<file path="config.mk">
export PLATFORM = sky130hd
export DESIGN_NAME = gem_clct_match_top
export DESIGN_NICKNAME = d
export VERILOG_FILES = /design/src/design/gem_match_pkg.sv /design/src/design/match_input_stage.sv /design/src/design/gem_bend_calc.sv /design/src/design/best_match_encoder.sv /design/src/design/match_output_stage.sv /design/src/design/gem_clct_match_top.sv
export SDC_FILE = /design/constraint.sdc
export NUM_CORES = 1
export LEC_CHECK = 0
export BUFFER_PORTS_ARGS = -buffer_cell sky130_fd_sc_hd__buf_2
export CAP_MARGIN = 30
export CORE_UTILIZATION = 25
export CTS_CLUSTER_DIAMETER = 200
export DETAILED_ROUTE_END_ITERATION = 12
export REMOVE_ABC_BUFFERS = 1
export SLEW_MARGIN = 20
export SYNTH_ARGS = -nofsm -noshare
export SYNTH_HDL_FRONTEND = slang
export SYNTH_SLANG_ARGS = --single-unit
</file>
<file path="constraint.sdc">
create_clock -name clock -period 23.8 [get_ports clock]
set_input_delay 4.76 -clock clock [delete_from_list [all_inputs] [get_ports clock]]
set_output_delay 4.76 -clock clock [all_outputs]
set_load 0.05 [all_outputs]
</file>
<file path="src/design/gem_match_pkg.sv">
`default_nettype none

package gem_match_pkg;

  typedef logic [9:0] strip_t;  // position on the common half-strip scale
  typedef logic [9:0] angle_t;  // bending angle between CLCT key and GEM pad
  typedef logic [2:0] win_t;    // GEM window index

  localparam int NUM_WIN = 8;  // the encoder tree is built for exactly eight windows

  localparam angle_t ANGLE_NONE = 10'h3ff;  // reserved angle, window empty or no match

  // request side handshake of the input stage
  typedef enum logic [1:0] {
    in_idle,     // waiting for req and a free result slot
    in_acked,    // request captured, launch is high for this cycle
    in_wait_low  // ack held high until the producer drops req
  } in_state_t;

  // result side handshake of the output stage
  typedef enum logic [1:0] {
    out_idle,     // waiting for the FIFO to hold a result
    out_req,      // res_req high, head entry presented
    out_wait_low  // entry popped, waiting for res_ack to fall
  } out_state_t;

endpackage

`default_nettype wire

</file>
<file path="src/design/match_input_stage.sv">
`timescale 1ns/1ps
`default_nettype none

module match_input_stage (
  input  logic                              clock,
  input  logic                              rst_n,
  input  logic                              req,
  output logic                              ack,
  input  gem_match_pkg::strip_t             clct_key,
  input  gem_match_pkg::strip_t             gem_pad_0,
  input  gem_match_pkg::strip_t             gem_pad_1,
  input  gem_match_pkg::strip_t             gem_pad_2,
  input  gem_match_pkg::strip_t             gem_pad_3,
  input  gem_match_pkg::strip_t             gem_pad_4,
  input  gem_match_pkg::strip_t             gem_pad_5,
  input  gem_match_pkg::strip_t             gem_pad_6,
  input  gem_match_pkg::strip_t             gem_pad_7,
  input  logic [gem_match_pkg::NUM_WIN-1:0] gem_valid,
  input  logic                              slot_free,
  output logic                              launch,
  output gem_match_pkg::strip_t             key_q,
  output gem_match_pkg::strip_t             pad_q_0,
  output gem_match_pkg::strip_t             pad_q_1,
  output gem_match_pkg::strip_t             pad_q_2,
  output gem_match_pkg::strip_t             pad_q_3,
  output gem_match_pkg::strip_t             pad_q_4,
  output gem_match_pkg::strip_t             pad_q_5,
  output gem_match_pkg::strip_t             pad_q_6,
  output gem_match_pkg::strip_t             pad_q_7,
  output logic [gem_match_pkg::NUM_WIN-1:0] valid_q
);
  import gem_match_pkg::*;

  in_state_t state;   // four-phase request handshake
  logic      accept;  // take the request on this edge

  // only accept from idle, and only when the output stage has a slot reserved for us
  assign accept = (state == in_idle) && req && slot_free;
  assign launch = (state == in_acked);  // exactly one cycle per accepted request

  always_ff @(posedge clock)
  begin
    if (!rst_n)
    begin
      state <= in_idle;
      ack   <= 1'b0;
    end
    else
    begin
      case (state)
        in_idle:
        begin
          if (accept)
          begin
            state <= in_acked;
            ack   <= 1'b1;  // ack rises on the same edge as the capture
          end
        end
        in_acked:
          state <= in_wait_low;  // launch cycle is over
        in_wait_low:
        begin
          if (!req)
          begin
            ack   <= 1'b0;  // producer released req, finish the four phases
            state <= in_idle;
          end
        end
        default:
          state <= in_idle;
      endcase
    end
  end

  // the producer keeps the data stable while req is high, so one capture is enough
  always_ff @(posedge clock)
  begin
    if (accept)
    begin
      key_q   <= clct_key;
      pad_q_0 <= gem_pad_0;
      pad_q_1 <= gem_pad_1;
      pad_q_2 <= gem_pad_2;
      pad_q_3 <= gem_pad_3;
      pad_q_4 <= gem_pad_4;
      pad_q_5 <= gem_pad_5;
      pad_q_6 <= gem_pad_6;
      pad_q_7 <= gem_pad_7;
      valid_q <= gem_valid;
    end
  end

endmodule

`default_nettype wire

</file>
<file path="src/design/gem_bend_calc.sv">
`timescale 1ns/1ps
`default_nettype none

module gem_bend_calc (
  input  logic                              clock,
  input  logic                              rst_n,
  input  logic                              launch,
  input  gem_match_pkg::strip_t             key_q,
  input  gem_match_pkg::strip_t             pad_q_0,
  input  gem_match_pkg::strip_t             pad_q_1,
  input  gem_match_pkg::strip_t             pad_q_2,
  input  gem_match_pkg::strip_t             pad_q_3,
  input  gem_match_pkg::strip_t             pad_q_4,
  input  gem_match_pkg::strip_t             pad_q_5,
  input  gem_match_pkg::strip_t             pad_q_6,
  input  gem_match_pkg::strip_t             pad_q_7,
  input  logic [gem_match_pkg::NUM_WIN-1:0] valid_q,
  output logic                              angle_valid,
  output gem_match_pkg::angle_t             angle_0,
  output gem_match_pkg::angle_t             angle_1,
  output gem_match_pkg::angle_t             angle_2,
  output gem_match_pkg::angle_t             angle_3,
  output gem_match_pkg::angle_t             angle_4,
  output gem_match_pkg::angle_t             angle_5,
  output gem_match_pkg::angle_t             angle_6,
  output gem_match_pkg::angle_t             angle_7,
  output gem_match_pkg::strip_t             pad_d_0,
  output gem_match_pkg::strip_t             pad_d_1,
  output gem_match_pkg::strip_t             pad_d_2,
  output gem_match_pkg::strip_t             pad_d_3,
  output gem_match_pkg::strip_t             pad_d_4,
  output gem_match_pkg::strip_t             pad_d_5,
  output gem_match_pkg::strip_t             pad_d_6,
  output gem_match_pkg::strip_t             pad_d_7
);
  import gem_match_pkg::*;

  // absolute key-to-pad distance, empty windows get the reserved angle so they always lose
  function automatic angle_t bend_angle(input strip_t key, input strip_t pad, input logic vld);
    angle_t diff;
    if (key >= pad)
      diff = key - pad;
    else
      diff = pad - key;
    return vld ? diff : ANGLE_NONE;
  endfunction

  always_ff @(posedge clock)
  begin
    if (!rst_n)
      angle_valid <= 1'b0;
    else
      angle_valid <= launch;  // angles are ready one cycle after launch
  end

  always_ff @(posedge clock)
  begin
    if (launch)
    begin
      angle_0 <= bend_angle(key_q, pad_q_0, valid_q[0]);
      angle_1 <= bend_angle(key_q, pad_q_1, valid_q[1]);
      angle_2 <= bend_angle(key_q, pad_q_2, valid_q[2]);
      angle_3 <= bend_angle(key_q, pad_q_3, valid_q[3]);
      angle_4 <= bend_angle(key_q, pad_q_4, valid_q[4]);
      angle_5 <= bend_angle(key_q, pad_q_5, valid_q[5]);
      angle_6 <= bend_angle(key_q, pad_q_6, valid_q[6]);
      angle_7 <= bend_angle(key_q, pad_q_7, valid_q[7]);
      pad_d_0 <= pad_q_0;  // pads ride along so the winner's position is at hand
      pad_d_1 <= pad_q_1;
      pad_d_2 <= pad_q_2;
      pad_d_3 <= pad_q_3;
      pad_d_4 <= pad_q_4;
      pad_d_5 <= pad_q_5;
      pad_d_6 <= pad_q_6;
      pad_d_7 <= pad_q_7;
    end
  end

endmodule

`default_nettype wire

</file>
<file path="src/design/best_match_encoder.sv">
`timescale 1ns/1ps
`default_nettype none

module best_match_encoder (
  input  logic                  clock,
  input  logic                  rst_n,
  input  logic                  angle_valid,
  input  gem_match_pkg::angle_t angle_0,
  input  gem_match_pkg::angle_t angle_1,
  input  gem_match_pkg::angle_t angle_2,
  input  gem_match_pkg::angle_t angle_3,
  input  gem_match_pkg::angle_t angle_4,
  input  gem_match_pkg::angle_t angle_5,
  input  gem_match_pkg::angle_t angle_6,
  input  gem_match_pkg::angle_t angle_7,
  input  gem_match_pkg::strip_t pad_d_0,
  input  gem_match_pkg::strip_t pad_d_1,
  input  gem_match_pkg::strip_t pad_d_2,
  input  gem_match_pkg::strip_t pad_d_3,
  input  gem_match_pkg::strip_t pad_d_4,
  input  gem_match_pkg::strip_t pad_d_5,
  input  gem_match_pkg::strip_t pad_d_6,
  input  gem_match_pkg::strip_t pad_d_7,
  output logic                  best_valid,
  output gem_match_pkg::win_t   best_win,
  output gem_match_pkg::angle_t best_angle,
  output gem_match_pkg::strip_t best_pad
);
  import gem_match_pkg::*;

  angle_t ang    [NUM_WIN];    // window angles in index order
  strip_t pad    [NUM_WIN];
  angle_t pri_s1 [NUM_WIN/2];  // pair winners of level one
  strip_t pad_s1 [NUM_WIN/2];
  logic   bit_s1 [NUM_WIN/2];  // set when the odd window of the pair won

  assign ang = '{angle_0, angle_1, angle_2, angle_3, angle_4, angle_5, angle_6, angle_7};
  assign pad = '{pad_d_0, pad_d_1, pad_d_2, pad_d_3, pad_d_4, pad_d_5, pad_d_6, pad_d_7};

  // odd window must be strictly better, a tie stays with the even one
  for (genvar p = 0; p < NUM_WIN/2; p++)
  begin : g_pair
    assign bit_s1[p] = (ang[2*p+1] < ang[2*p]);
    assign pri_s1[p] = bit_s1[p] ? ang[2*p+1] : ang[2*p];
    assign pad_s1[p] = bit_s1[p] ? pad[2*p+1] : pad[2*p];
  end

  always_ff @(posedge clock)
  begin
    if (!rst_n)
      best_valid <= 1'b0;
    else
      best_valid <= angle_valid;  // result one cycle behind the angles
  end

  // a higher pair only wins when it beats every lower pair, giving the first minimum
  always_ff @(posedge clock)
  begin
    if (angle_valid)
    begin
      if ((pri_s1[3] < pri_s1[2]) && (pri_s1[3] < pri_s1[1]) && (pri_s1[3] < pri_s1[0]))
      begin
        best_angle <= pri_s1[3];
        best_win   <= {2'd3, bit_s1[3]};  // pair number above the pair bit
        best_pad   <= pad_s1[3];
      end
      else if ((pri_s1[2] < pri_s1[1]) && (pri_s1[2] < pri_s1[0]))
      begin
        best_angle <= pri_s1[2];
        best_win   <= {2'd2, bit_s1[2]};
        best_pad   <= pad_s1[2];
      end
      else if (pri_s1[1] < pri_s1[0])
      begin
        best_angle <= pri_s1[1];
        best_win   <= {2'd1, bit_s1[1]};
        best_pad   <= pad_s1[1];
      end
      else
      begin
        best_angle <= pri_s1[0];  // all-invalid lands here with window 0 and ANGLE_NONE
        best_win   <= {2'd0, bit_s1[0]};
        best_pad   <= pad_s1[0];
      end
    end
  end

endmodule

`default_nettype wire

</file>
<file path="src/design/match_output_stage.sv">
`timescale 1ns/1ps
`default_nettype none

module match_output_stage #(
  parameter int RESULT_DEPTH = 4
) (
  input  logic                  clock,
  input  logic                  rst_n,
  input  logic                  launch,
  input  logic                  best_valid,
  input  gem_match_pkg::win_t   best_win,
  input  gem_match_pkg::angle_t best_angle,
  input  gem_match_pkg::strip_t best_pad,
  output logic                  slot_free,
  output logic                  res_req,
  input  logic                  res_ack,
  output gem_match_pkg::win_t   res_win,
  output gem_match_pkg::angle_t res_angle,
  output gem_match_pkg::strip_t res_pad
);
  import gem_match_pkg::*;

  localparam int PTR_W = (RESULT_DEPTH > 1) ? $clog2(RESULT_DEPTH) : 1;
  localparam int CNT_W = $clog2(RESULT_DEPTH + 1);

  win_t             win_mem   [RESULT_DEPTH];  // result FIFO storage
  angle_t           angle_mem [RESULT_DEPTH];
  strip_t           pad_mem   [RESULT_DEPTH];
  logic [PTR_W-1:0] wr_ptr;
  logic [PTR_W-1:0] rd_ptr;
  logic [CNT_W-1:0] fill_cnt;  // entries held in the FIFO
  logic [CNT_W-1:0] rsv_cnt;   // FIFO entries plus results still in the pipeline
  out_state_t       state;
  logic             pop;

  // pointers wrap at the depth, which need not be a power of two
  function automatic logic [PTR_W-1:0] next_ptr(input logic [PTR_W-1:0] ptr);
    if (ptr == PTR_W'(RESULT_DEPTH - 1))
      return '0;
    return ptr + 1'b1;
  endfunction

  assign pop       = (state == out_req) && res_ack;  // consumer took the head entry
  assign slot_free = (rsv_cnt < CNT_W'(RESULT_DEPTH));
  assign res_req   = (state == out_req);
  assign res_win   = win_mem[rd_ptr];  // head stays put until the pop that drops res_req
  assign res_angle = angle_mem[rd_ptr];
  assign res_pad   = pad_mem[rd_ptr];

  always_ff @(posedge clock)
  begin
    if (!rst_n)
    begin
      wr_ptr   <= '0;
      rd_ptr   <= '0;
      fill_cnt <= '0;
      rsv_cnt  <= '0;
      state    <= out_idle;
    end
    else
    begin
      if (best_valid)
        wr_ptr <= next_ptr(wr_ptr);
      if (pop)
        rd_ptr <= next_ptr(rd_ptr);
      if (best_valid && !pop)
        fill_cnt <= fill_cnt + 1'b1;
      else if (!best_valid && pop)
        fill_cnt <= fill_cnt - 1'b1;
      if (launch && !pop)
        rsv_cnt <= rsv_cnt + 1'b1;  // slot reserved as soon as a request enters
      else if (!launch && pop)
        rsv_cnt <= rsv_cnt - 1'b1;
      case (state)
        out_idle:
          if (fill_cnt != '0)
            state <= out_req;  // res_req rises one cycle after the FIFO fills
        out_req:
          if (pop)
            state <= out_wait_low;
        out_wait_low:
          if (!res_ack)
            state <= out_idle;  // next res_req only after res_ack is seen low
        default:
          state <= out_idle;
      endcase
    end
  end

  // reservation keeps the FIFO from ever being written while full
  always_ff @(posedge clock)
  begin
    if (best_valid)
    begin
      win_mem[wr_ptr]   <= best_win;
      angle_mem[wr_ptr] <= best_angle;
      pad_mem[wr_ptr]   <= best_pad;
    end
  end

endmodule

`default_nettype wire

</file>
<file path="src/design/gem_clct_match_top.sv">
`timescale 1ns/1ps
`default_nettype none

module gem_clct_match_top #(
  parameter int RESULT_DEPTH = 4
) (
  input  logic                              clock,
  input  logic                              rst_n,
  input  logic                              req,
  output logic                              ack,
  input  gem_match_pkg::strip_t             clct_key,
  input  gem_match_pkg::strip_t             gem_pad_0,
  input  gem_match_pkg::strip_t             gem_pad_1,
  input  gem_match_pkg::strip_t             gem_pad_2,
  input  gem_match_pkg::strip_t             gem_pad_3,
  input  gem_match_pkg::strip_t             gem_pad_4,
  input  gem_match_pkg::strip_t             gem_pad_5,
  input  gem_match_pkg::strip_t             gem_pad_6,
  input  gem_match_pkg::strip_t             gem_pad_7,
  input  logic [gem_match_pkg::NUM_WIN-1:0] gem_valid,
  output logic                              res_req,
  input  logic                              res_ack,
  output gem_match_pkg::win_t               res_win,
  output gem_match_pkg::angle_t             res_angle,
  output gem_match_pkg::strip_t             res_pad
);
  import gem_match_pkg::*;

  logic               slot_free;    // output stage grants a new request
  logic               launch;       // one pulse per accepted request
  logic               angle_valid;  // angles ready, one cycle after launch
  logic               best_valid;   // best match ready, two cycles after launch
  strip_t             key_q;
  strip_t             pad_q_0, pad_q_1, pad_q_2, pad_q_3, pad_q_4, pad_q_5, pad_q_6, pad_q_7;
  logic [NUM_WIN-1:0] valid_q;
  angle_t             angle_0, angle_1, angle_2, angle_3, angle_4, angle_5, angle_6, angle_7;
  strip_t             pad_d_0, pad_d_1, pad_d_2, pad_d_3, pad_d_4, pad_d_5, pad_d_6, pad_d_7;
  win_t               best_win;
  angle_t             best_angle;
  strip_t             best_pad;

  // stage ports share their names with these nets, so the links connect by name
  match_input_stage u_input (.*);

  gem_bend_calc u_bend (.*);

  best_match_encoder u_encoder (.*);

  match_output_stage #(
    .RESULT_DEPTH (RESULT_DEPTH)  // depth also bounds the requests in flight
  ) u_output (.*);

endmodule

`default_nettype wire

</file>
==> impl_metrics.py <==
metrics = {
    "placed_design": {
        "place_hpwl_um": 48800,
        "postPlaceCellArea_um2": 25810,
        "dp.cells": 3338,
        "io_buffer_count": 126,
        "gp_congestion": 0.9070,
    },
    "synthesis": {
        "syn_area_um2": 23640,
        "synth_top_family_by_area": "adder cells",
        "synth_area_per_cell_um2": 11.84,
        "synth_compound_area_frac": 0.1294,
        "synthTopCellsByArea": "edfxtp_1, ha_1, mux2i_1, inv_1, mux4_2",
        "syn_inst": 1996,
        "synthTopCellsByCount": "edfxtp_1, ha_1, inv_1",
        "ys_seq_area_frac": 0.4899,
        "yosys_most_used_dff": "edfxtp_1",
        "ys_async_sr_fraction": 0,
        "muxShareOfSynthArea": 0.08506,
        "yosys.area_share.adder": 0.1390,
        "synth_seq_cells": 392,
        "ys_types": 93,
        "synth_largest_area_cell": "edfxtp_1",
        "ys_warn_count": 0,
        "synth_edf_count": 373,
        "synth_xor_area_frac": 0.01890,
        "yosys.area.top_type_share": 0.4738,
        "yosys.area_share.simple": 0.09591,
        "synth_most_common_cell": "edfxtp_1",
    },
    "finish": {
        "finalNetCount": 2487,
        "layout-drive-gt1-share": 0.1541,
        "reg.largest.list": "u_output.angle_mem (40), u_output.pad_mem (40), u_output.win_mem (12)",
        "syn_to_final_growth_pct": 15.74,
        "fill_cells": 9608,
        "multiInputGateArea_um2": 11090,
        "regArea_um2": 11580,
        "final_cells": 3426,
        "stdcell_area_um2": 27360,
    },
    "clock_network": {
        "cts-buffers-inserted": 45,
        "cts_post_setup_buffers_inserted": 0,
        "cts_tree": "done",
        "clk_path_buf_depth": 3,
        "cts.sinks": 392,
        "clk_latency_ns": 0.60,
        "cts-htree-levels": 2,
        "clockRootBuffer": "clkbuf_16",
        "cts-hold-fix-buffers": 0,
        "cts_resized": 0,
        "worst_setup_hold_path_clk_slew_ns": 0.06,
    },
    "timing": {
        "fmax_mhz": 145.0,
        "hold_viol": 0,
        "grt_setup_unrepaired": "false",
        "period_needed_ns": 6.895,
        "fin_skew_ns": 0.03419,
        "setup_viol": 0,
        "worst_pin_slew_ns": 0.9538,
        "report.final.slew_viol_count": 0,
        "relSlewSlack": 0.3641,
        "min_period_over_period": 0.2897,
        "timing.setup.tns_ns": 0,
    },
    "power_and_ir_drop": {
        "power.density_nw_per_um2": 111.4,
        "switching_power_mw": 1.223,
        "clockPowerShare": 0.230,
        "seqPwrFrac": 0.324,
        "pwr-share-comb": 0.446,
        "netSwitchingFraction": 0.4010,
        "peakVddDrop_uv": 45.15,
        "p_int_mw": 1.826,
        "p_leak_nw": 10.95,
    },
    "worst_setup_path": {
        "end_kind": "output pin",
        "worstSetupPathType": "reg2out",
        "cp_max_fo": 23,
        "r2r_slack_ns": 18.20,
        "path_buf_inv": 2,
        "crit_family": "buffers and inverters",
        "crit_chain": "buf_4 -> mux4_2 -> buf_2",
        "critPathMaxStageDelay_ns": 0.59,
        "arrival_ns": 2.14,
        "cpMaxStageDelayCell": "mux4_2",
        "cp.required_ns": 19.04,
        "worstSetupStartpointType": "flip-flop",
    },
    "routing": {
        "drt_wl_total_um": 66110,
        "vias_per_cell": 4.691,
        "drt-initial-drc-count": 1498,
        "dr_total_vias": 16070,
        "ant_nets": 0,
        "drcViolationCount": 0,
        "routedWlPerCell_um": 19.30,
        "first_pass_iters": 5,
    },
    "flow_run": {
        "drv_cap": 0,
    },
    "grt": {
        "grt_usage": 0.1363,
        "grt_overflow": 0,
        "antenna_found_initial": 5,
        "grt_max_degree": 73,
        "grt_pass1_wl_um": 97490,
        "first_global_vias": 15420,
    },
    "die": {
        "fp.dieH_um": 309.5,
        "die-area_um2": 95790,
        "core_um2": 93470,
        "die_x_um": 309.5,
        "num_rows": 112,
        "io_pins": 127,
        "start_util": 0.2529,
    },
    "run_status": {
        "status": "finished, final reports clean",
    },
    "hold_path": {
        "hold_path_class": "reg2reg",
    },
}
layout by cell type (no fill, tap or decap), types with 61 or more instances in the layout:
cell and n:
ha_1 232, nand2_1 120, nor2_1 61, a21oi_1 94, edfxtp_1 373, a21o_1 62, buf_2 127, o21ai_0 80
inv_1 178, mux2i_1 101
worst reg2reg max path, delay by kind of cell (launching register included):
kind / cells / cell delay, ns
and+or+nand+nor: 2 / 0.37
AOI/OAI and AO/OA: 8 / 3.32
muxes: 1 / 0.59
adders and majority gates: 2 / 0.71
DFF: 1 / 0.43
logic make-up (layout without fill, tap and decap cells):
kind of cell               Yosys count  after routing
AOI/OAI and AO/OA                  447            447
DFF                                392            392
xor gates and xnor gates            51             51
buffers and inverters              247            419
other                                0              4
muxes                              165            165
and+or+nand+nor                    442            442
adders and majority gates          252            252
metal layers:
metal | part of all wire | track usage | up-vias | routed length [µm]
met4 | 0.025 | 0.03788 | 8 | 1642
met3 | 0.072 | 0.02808 | 96 | 4738
li1 | - | - | 7729 | -
met5 | 0.00059 | 0 | - | 39
met2 | 0.44 | 0.2085 | 491 | 29020
met1 | 0.46 | 0.1934 | 7748 | 30660
area by class of cell:
class,instances,area share
Multi-Input combinational cell,1357,0.4053
Timing Repair Buffer,160,0.03476
Clock buffer,47,0.04143
Sequential cell,392,0.4233
Clock inverter,33,0.01294
Antenna cell,4,0.0003659
Inverter,179,0.02456
Tap cell,1254,0.05735
power by group through the flow:
stage	logic, mW	clock network [mW]	registers, mW
after global placement	1.31	0	1.00
final	1.36	0.700	0.988
after global routing	1.48	0.748	0.999
after CTS	1.33	0.723	0.991
after floorplan	0.927	0	0.989
after detailed placement	1.33	0	1.00
path summary, 6_finish.rpt:
| kind | end | cells after the start | start |
|---|---|---|---|
| setup reg to reg | u_encoder.best_pad[6] | 13 | u_bend.angle_3[4] |
| hold reg to reg | u_bend.pad_d_1[9] | 0 | u_input.pad_q_1[9] |
| setup / recovery | res_pad[6] | 3 | flip-flop |
| hold / removal | u_bend.pad_d_1[9] | 0 | u_input.pad_q_1[9] |
metrics by stage:
stage | util | hold WS, ns | setup WS, ns | power, mW
finish | 0.2927 | 0.4517 | 16.90 | 3.049
global route | 0.2926 | 0.4837 | 16.77 | 3.229
CTS | 0.2920 | 0.4603 | 16.82 | 3.046
detailed placement | 0.2761 | 0.4488 | 16.77 | 2.330
global placement | 0.2754 | 0.4395 | 16.83 | 2.316
floorplan | - | 0.4264 | 13.82 | 1.916
Power figures use the tool's default switching activity.
